===== config.mk =====
export PLATFORM = sky130hd
export DESIGN_NAME = icmu_top
export DESIGN_NICKNAME = d
export VERILOG_FILES = /design/src/icmu_pkg.sv /design/src/icmu_top.sv /design/src/irq_dispatcher.sv /design/src/irq_statistics.sv /design/src/irq_pending_arbiter.sv
export VERILOG_INCLUDE_DIRS = /design/src
export SDC_FILE = /design/constraint.sdc
export NUM_CORES = 1
export LEC_CHECK = 0
export ABC_AREA = 1
export BUFFER_PORTS_ARGS = -buffer_cell sky130_fd_sc_hd__clkbuf_2
export CAP_MARGIN = 20
export CORE_ASPECT_RATIO = 0.75
export CORE_MARGIN = 5
export CORE_UTILIZATION = 45
export CTS_BUF_LIST = sky130_fd_sc_hd__clkbuf_4
export DETAILED_ROUTE_END_ITERATION = 7
export HOLD_SLACK_MARGIN = 0.06
export PLACE_DENSITY = 0.79
export SYNTH_ARGS = -nofsm -noshare
export SYNTH_HDL_FRONTEND = slang
export SYNTH_SLANG_ARGS = --single-unit

===== constraint.sdc =====
create_clock -name clk -period 3.8 [get_ports clk]
set_clock_uncertainty 0.1 [all_clocks]
set_input_delay 0.19 -clock clk [delete_from_list [all_inputs] [get_ports clk]]
set_output_delay 0.19 -clock clk [all_outputs]
set_load 0.01 [all_outputs]

===== src/icmu_settings.svh =====
// Interrupt controller settings
`ifndef ICMU_SETTINGS_SVH
`define ICMU_SETTINGS_SVH

// Number of level interrupt lines
`define ICMU_INT_COUNT 8

// Bits needed to name one line
`define ICMU_ID_W 3

// Width of each per-line event counter
// Wraps on overflow, cleared only by reset
`define ICMU_COUNT_W 8

`endif

===== src/icmu_pkg.sv =====
// Interrupt controller types
`default_nettype none

`include "icmu_settings.svh"

package icmu_pkg;

    // One bit per interrupt line
    typedef logic [`ICMU_INT_COUNT-1:0] irq_vec_t;

    // Index of a single line
    typedef logic [`ICMU_ID_W-1:0] irq_id_t;

    // Event count of one line
    typedef logic [`ICMU_COUNT_W-1:0] irq_count_t;

    // Element i belongs to line i
    typedef irq_count_t [`ICMU_INT_COUNT-1:0] irq_counts_t;

    // Arbiter result, lowest pending index
    typedef struct packed {
        logic    valid;
        irq_id_t id;
    } irq_candidate_t;

    // Debug controls from outside
    typedef struct packed {
        logic    mode;
        logic    step;
        logic    override;
        irq_id_t force_id;
    } debug_ctrl_t;

    // Registered controller output
    typedef struct packed {
        logic    valid;
        irq_id_t id;
    } irq_dispatch_t;

endpackage

`default_nettype wire


===== src/icmu_top.sv =====
// Interrupt controller top level
`timescale 1ns/1ps
`default_nettype none

module icmu_top (
    input  logic                    clk,
    input  logic                    reset_n,
    input  icmu_pkg::irq_vec_t      lines,
    input  icmu_pkg::debug_ctrl_t   debug,
    output icmu_pkg::irq_dispatch_t dispatch,
    output icmu_pkg::irq_vec_t      history,
    output icmu_pkg::irq_counts_t   counts
);

    import icmu_pkg::*;

    irq_candidate_t candidate;
    irq_vec_t       pending;
    logic           grant;

    // Pending bits and lowest-index selection
    irq_pending_arbiter irq_pending_arbiter_i (
        .clk       (clk),
        .reset_n   (reset_n),
        .lines     (lines),
        .grant     (grant),
        .pending   (pending),
        .candidate (candidate)
    );

    // Observes the same lines, results go straight out
    irq_statistics irq_statistics_i (
        .clk     (clk),
        .reset_n (reset_n),
        .lines   (lines),
        .pending (pending),
        .history (history),
        .counts  (counts)
    );

    irq_dispatcher irq_dispatcher_i (
        .clk       (clk),
        .reset_n   (reset_n),
        .candidate (candidate),
        .debug     (debug),
        .grant     (grant),
        .dispatch  (dispatch)
    );

endmodule

`default_nettype wire


===== src/irq_dispatcher.sv =====
// Interrupt dispatcher with debug controls
`timescale 1ns/1ps
`default_nettype none

module irq_dispatcher (
    input  logic                     clk,
    input  logic                     reset_n,
    input  icmu_pkg::irq_candidate_t candidate,
    input  icmu_pkg::debug_ctrl_t    debug,
    output logic                     grant,
    output icmu_pkg::irq_dispatch_t  dispatch
);

    import icmu_pkg::*;

    logic          force_active;
    logic          dispatch_allowed;
    irq_dispatch_t dispatch_next;

    // Override only counts in debug mode
    assign force_active = debug.mode && debug.override;

    // Single step in debug mode
    assign dispatch_allowed = !debug.mode || (!debug.override && debug.step);

    assign grant = candidate.valid && dispatch_allowed;

    // Override takes precedence over step
    always_comb begin
        dispatch_next.valid = 1'b0;
        dispatch_next.id    = dispatch.id;
        if (force_active) begin
            dispatch_next.valid = 1'b1;
            dispatch_next.id    = debug.force_id;
        end else if (grant) begin
            dispatch_next.valid = 1'b1;
            dispatch_next.id    = candidate.id;
        end
    end

    always_ff @(posedge clk or negedge reset_n) begin
        if (!reset_n) begin
            dispatch <= '0;
        end else begin
            dispatch <= dispatch_next;
        end
    end

    // Forced ids never clear a pending bit
    a_no_grant_on_override: assert property (
        @(posedge clk) disable iff (!reset_n)
        force_active |-> !grant
    );

endmodule

`default_nettype wire


===== src/irq_statistics.sv =====
// Interrupt line statistics
`timescale 1ns/1ps
`default_nettype none

`include "icmu_settings.svh"

module irq_statistics (
    input  logic                  clk,
    input  logic                  reset_n,
    input  icmu_pkg::irq_vec_t    lines,
    input  icmu_pkg::irq_vec_t    pending,
    output icmu_pkg::irq_vec_t    history,
    output icmu_pkg::irq_counts_t counts
);

    import icmu_pkg::*;

    // Line high while its pending bit is still clear
    irq_vec_t count_event;

    assign count_event = lines & ~pending;

    // Sticky record of every line ever seen
    always_ff @(posedge clk or negedge reset_n) begin
        if (!reset_n) begin
            history <= '0;
        end else begin
            history <= history | lines;
        end
    end

    // Per-line counters, wrap on overflow
    always_ff @(posedge clk or negedge reset_n) begin
        if (!reset_n) begin
            counts <= '0;
        end else begin
            for (int i = 0; i < `ICMU_INT_COUNT; i++) begin
                if (count_event[i]) begin
                    counts[i] <= counts[i] + irq_count_t'(1);
                end
            end
        end
    end

    // History bits never drop outside reset
    a_history_sticky: assert property (
        @(posedge clk) disable iff (!reset_n)
        ($past(history) & ~history) == '0
    );

endmodule

`default_nettype wire


===== src/irq_pending_arbiter.sv =====
// Pending interrupt arbiter
`timescale 1ns/1ps
`default_nettype none

`include "icmu_settings.svh"

module irq_pending_arbiter (
    input  logic                     clk,
    input  logic                     reset_n,
    input  icmu_pkg::irq_vec_t       lines,
    input  logic                     grant,
    output icmu_pkg::irq_vec_t       pending,
    output icmu_pkg::irq_candidate_t candidate
);

    import icmu_pkg::*;

    irq_vec_t clear_mask;
    irq_vec_t pending_next;

    // Lowest set index wins
    always_comb begin
        candidate.valid = 1'b0;
        candidate.id    = '0;
        for (int i = `ICMU_INT_COUNT - 1; i >= 0; i--) begin
            if (pending[i]) begin
                candidate.valid = 1'b1;
                candidate.id    = irq_id_t'(i);
            end
        end
    end

    // One-hot clear for the granted id
    always_comb begin
        clear_mask = '0;
        if (grant) begin
            clear_mask[candidate.id] = 1'b1;
        end
    end

    // Clear wins over a line still high
    assign pending_next = (pending | lines) & ~clear_mask;

    always_ff @(posedge clk or negedge reset_n) begin
        if (!reset_n) begin
            pending <= '0;
        end else begin
            pending <= pending_next;
        end
    end

    // Dispatcher must only grant a real candidate
    a_grant_needs_candidate: assert property (
        @(posedge clk) disable iff (!reset_n)
        grant |-> candidate.valid
    );

endmodule

`default_nettype wire


Yosys cells after proc, flatten, opt, wreduce, memory -nomap -nowiden
Cells that the tools add are included.
- multiplexer cells: 13
- add/subtract/negate cells: 8
- order comparisons: 2
- bitwise operators: 6
- reductions and logical operators: 8
- operators by type and width (operator ; count):
    adder 8 x 1 -> 8 bit, second input constant ; 8
    2-to-1 mux 4 bit ; 10
    bitwise AND 8 bit ; 2
    inverter 8 bit ; 2
    OR 8 bit ; 2
    2-to-1 mux 8 bit ; 1
    logical AND 1 bit ; 4
    less-than comparator 3 x 4 -> 1 bit, second input constant ; 1
    demux 1 bit (select 3 bit) ; 1
    >= comparator 3 x 1 -> 1 bit, second input constant ; 1
    zero test 1 bit ; 2
    nonzero test 2 bit ; 1
    logical OR 1 bit ; 1
    2-to-1 mux 1 bit ; 1
- logic and storage cells: 49
- bits of input ports: 16
- register bits after elaboration: 84
- output and inout bits: 76

Longest topological paths before layout
- word-level depth: 15
- mapped depth: 10
- gate-level depth less buffers: 10

Modules after synthesis
From an unflattened synthesis, not the netlist that was laid out.
- cells, all modules: 473
- area total of the unflattened synthesis: 4186.5 sq um
- by module, submodules not included (module ; seq. area each (sq um) ; cells each ; area an instance (sq um) ; instances):
    irq_statistics ; 1801.7 ; 384 ; 3463.3 ; 1
    irq_pending_arbiter ; 200.2 ; 66 ; 531.8 ; 1
    irq_dispatcher ; 100.1 ; 23 ; 191.4 ; 1

Worst setup path before layout
Ideal clock, no wire load.
- path kind: register to register
- start: register irq_statistics_i.counts[41] in the netlist's numbering
- end: register irq_statistics_i.counts[46] in the netlist's numbering
- required time: 3.575 ns
- setup slack: 2.480 ns
- arrival time: 1.095 ns
- buffers on the path: 0
- stages on the path, launching flop included: 7
- library setup time: 0.125 ns
- clock period less this slack: 1.320 ns
- cell sequence: dfrtp_1 ha_1 inv_1 nor2_2 and3_1 nand3_1 xnor2_1
- longest elaborated chain between the ends: 1
- RTL lines (element ; line ; source):
    start: declaration ; irq_statistics.sv:13 ; output icmu_pkg::irq_counts_t counts
    start signal: indexed assignment ; irq_statistics.sv:39 ; counts[i] <= counts[i] + irq_count_t'(1);
    adder 8 x 1 -> 8 bit ; irq_statistics.sv:39 ;
No other way between the ends.
A chain may end at the register's enable or synchronous reset.

Final worst setup path
- start: input debug[3] in the netlist's numbering
- end: register, netlist name irq_dispatcher_i.dispatch[0]
- longest elaborated chain between the ends: 5
- elaborated cells on any way between the ends: 7
- those cells by class: mux: 1; reduce/logical: 6
- RTL lines (element ; line ; source):
    start: declaration ; icmu_top.sv:9 ; input icmu_pkg::debug_ctrl_t debug,
    zero test 1 bit ; irq_dispatcher.sv:24 ; assign dispatch_allowed = !debug.mode || (!debug.override && debug.step);
    logical AND 1 bit ; irq_dispatcher.sv:24 ;
    logical OR 1 bit ; irq_dispatcher.sv:24 ;
    logical AND 1 bit ; irq_dispatcher.sv:26 ; assign grant = candidate.valid && dispatch_allowed;
    nonzero test 2 bit (no line) ; -- ;
Several ways; a longest one is shown, not always the timed one.

==> results.cfg <==
[pwr]
ir_worst_vdd_mv = 0.3430
combPwrFrac = 0.276
swShare = 0.3636
power_leakage_nw = 2.585
power.total_mw = 2.263
p_int_mw = 1.440
power_switching_uw = 822.8
p_seq_frac = 0.532
power.share.clock = 0.192
powerDensity_nw_per_um2 = 470.5

[worst_setup_path]
r2r_cells = 8
rrSetupSlack_ps = 2340
r2r-start = irq_pending_arbiter_i.pending[2]$_DFF_PN0_
cp_max_fo = 4
worstReg2RegEnd = irq_statistics_i.counts[23]$_DFFE_PN0P_
cp_top_family = buffers and inverters
arrival_ps = 2290
cp_cell_sequence = dlygate4sd3_1, clkbuf_2, nand2_1, dlygate4sd3_1, inv_1, nand2_1, dlygate4sd3_1, nand3_1
worst_setup_path_start_kind = input port
cp-end-kind = flop
crit_type = in2reg
critPathLaunch = debug[3]
critPathRequiredTime_ps = 4070
slowest_delay_ps = 560
crit_end = irq_dispatcher_i.dispatch[0]$_DFFE_PN0P_
cp.depth = 8
worst_path_max_delay_cell = dlygate4sd3_1
crit_top_cell = dlygate4sd3_1
path_buf_inv = 5

[placement]
gp_congestion = 0.7616
dpl.hpwl_um = 5724
portBuffers = 91

[grt]
grt_usage = 0.1535
antenna_found_initial = 0
grt_pass1_wl_um = 13570
overflow = 0
grt_pass1_vias = 2881
grt_max_degree = 85

[logic_synthesis]
seq_area_frac_synth = 0.5359
synthDominantCellAreaShare = 0.5359
avgSynthCellArea_um2 = 10.40
ys_top_cells_by_count = 84 x dfrtp_1, 76 x nand2_1, 48 x inv_1, 36 x xor2_1, 16 x xnor2_1
synth.area.top_cells = dfrtp_1 54%, xor2_1 8.0%, nand2_1 7.3%
ys_ff_latch = 84
yosysWarningCount = 0
syn_inst = 377
synth_edf_count = 0
async_reset_ff_frac = 1.000
synth_top_area_cell = dfrtp_1
synth.most_common_cell = dfrtp_1
ys.flop_type = dfrtp_1
synth_nets = 401
netlist-cell-type-count = 32
synthesis.area_um2 = 3923

[cells_and_area]
nets = 520
diodes = 0
fillerInstances = 783
drive_gt1_frac = 0.3313
area_delta_synth_final_pct = 22.62

[die]
start_util = 0.4620
die_x_um = 117.8
die_y_um = 90.86
ios = 92
rows = 29
core_um2 = 8491
die_area_um2 = 10700

[clock_tree]
clk_pin_slew_ps = 130
cts_root_buf = clkbuf_4
clock-sinks = 84
cts_max_level = 3
clkLatencyLatePin_ps = 420
cts-buffers-inserted = 9
post-cts-setup-buffers = 0
cts_resized = 0
cts_tree = built
cts_max_path_buffers = 2
postCtsHoldBufs = 15

[routing]
drt-initial-drc-count = 180
drt_wl_total_um = 7735
wl_per_cell_um = 12.70
viasPerCell = 4.576
via_count = 2787
drtAntennaViolNets = 0
drc = 0
firstDrtPassIters = 4

[sta]
finalCriticalPeriod_ps = 2016
rsz0062_at_grt = no
report.final.slew_viol_count = 0
finalHoldWorstSlack_ps = 169.8
finalSetupTns_ps = 0
fin_crit_sh = 0.5307
hold_violations = 0
fmax_ghz = 0.4959
finalSetupViolations = 0
worstMarginPinSlew_ps = 343.2
slew_headroom = 0.7712

[flow_run]
maxCapViolations = 0

[hold_path]
min_path_type = in2reg
min_path_cells = 5
worstHoldStart = debug[4]

[status]
status = finished, final reports clean
[layout by cell type (no fill, tap or decap), types with 2 or more instances in the layout]
| master | instances |
|---|---|
| a22oi_2 | 3 |
| and3_1 | 2 |
| clkbuf_2 | 90 |
| clkbuf_4 | 12 |
| clkinv_1 | 3 |
| dfrtp_1 | 84 |
| dlygate4sd3_1 | 16 |
| ha_1 | 8 |
| inv_1 | 48 |
| inv_2 | 7 |
| mux2_2 | 3 |
| nand2_1 | 76 |
| nand2_2 | 7 |
| nand3_1 | 11 |
| nand3_2 | 2 |
| nand3b_1 | 3 |
| nand4_1 | 10 |
| nor2_1 | 15 |
| nor2_2 | 6 |
| nor2_4 | 6 |
| nor2_8 | 2 |
| nor3_1 | 2 |
| nor3_2 | 8 |
| o211ai_2 | 2 |
| o21ai_0 | 3 |
| or2_2 | 9 |
| xnor2_1 | 16 |
| xor2_1 | 36 |
[stage by stage]
| stage | cells | setup WS [ps] | area (µm²) | util |
|---|---|---|---|---|
| detailed placement | 576 | 2346 | 4516 | 0.5318 |
| CTS | 607 | 1849 | 4772 | 0.5620 |
| finish | 609 | 1784 | 4810 | 0.5665 |
| floorplan | 377 | 2480 | 3923 | - |
| global route | 609 | 1777 | 4810 | 0.5665 |
| global placement | 576 | 2405 | 4516 | 0.5318 |
[final cells by class]
| cell class | instances | area (µm²) | area share |
|---|---|---|---|
| Timing Repair Buffer | 108 | 645.6 | 0.1342 |
| Inverter | 56 | 212.7 | 0.04422 |
| Clock buffer | 12 | 90.09 | 0.01873 |
| Clock inverter | 4 | 16.27 | 0.003382 |
| Tap cell | 108 | 135.1 | 0.02810 |
| Sequential cell | 84 | 2102 | 0.4370 |
| Multi-Input combinational cell | 237 | 1608 | 0.3343 |
[metal layers]
| metal | vias up | wire length (µm) | part of all wire | global-route usage |
|---|---|---|---|---|
| met5 | - | 0 | 0 | 0 |
| met4 | 0 | 57 | 0.0074 | 0.02961 |
| met3 | 9 | 580 | 0.075 | 0.07514 |
| met2 | 69 | 3480 | 0.45 | 0.2382 |
| met1 | 1287 | 3617 | 0.47 | 0.1962 |
| li1 | 1422 | - | - | - |
[logic make-up (layout without fill, tap and decap cells)]
kind of cell	after synthesis	after routing	synth area share
buf+inv	56	180	0.05423
mux	3	3	0.008612
flops	84	84	0.5359
compound gates	10	10	0.02584
fa+ha+maj	8	8	0.02552
xor+xnor	52	52	0.1161
simple gates	164	164	0.2338
[sequential cells by signal, indices dropped and copies added (netlist names)]
name	count
irq_statistics_i.history	8
irq_pending_arbiter_i.pending	8
irq_dispatcher_i.dispatch	4
irq_statistics_i.counts	64
[how the worst min path moves through the flow]
stage	endpoint	slack (ps)
3_5_place_dp	irq_statistics_i.history[3]$_DFF_PN0_	300
3_3_place_gp	irq_statistics_i.history[3]$_DFF_PN0_	310
6_report	irq_dispatcher_i.dispatch[3]$_DFF_PN0_	170
5_1_grt	irq_dispatcher_i.dispatch[3]$_DFF_PN0_	150
2_1_floorplan	irq_dispatcher_i.dispatch[0]$_DFFE_PN0P_	-210
4_1_cts	irq_dispatcher_i.dispatch[3]$_DFF_PN0_	130
[power by group through the flow]
stage | Combinational [mW] | Sequential, mW | Clock [mW]
floorplan | 0.335 | 1.25 | 0
global placement | 0.598 | 1.21 | 0
detailed placement | 0.621 | 1.22 | 0
CTS | 0.635 | 1.20 | 0.458
global route | 0.709 | 1.23 | 0.500
finish | 0.625 | 1.20 | 0.434
[tightest hold or removal path: cells and delay by family]
kind,cells,cell delay (ps)
and+or+nand+nor,2,250
buffers and inverters,2,160
AOI/OAI and AO/OA,1,70
Note: power is estimated with default switching activity, not from simulation.
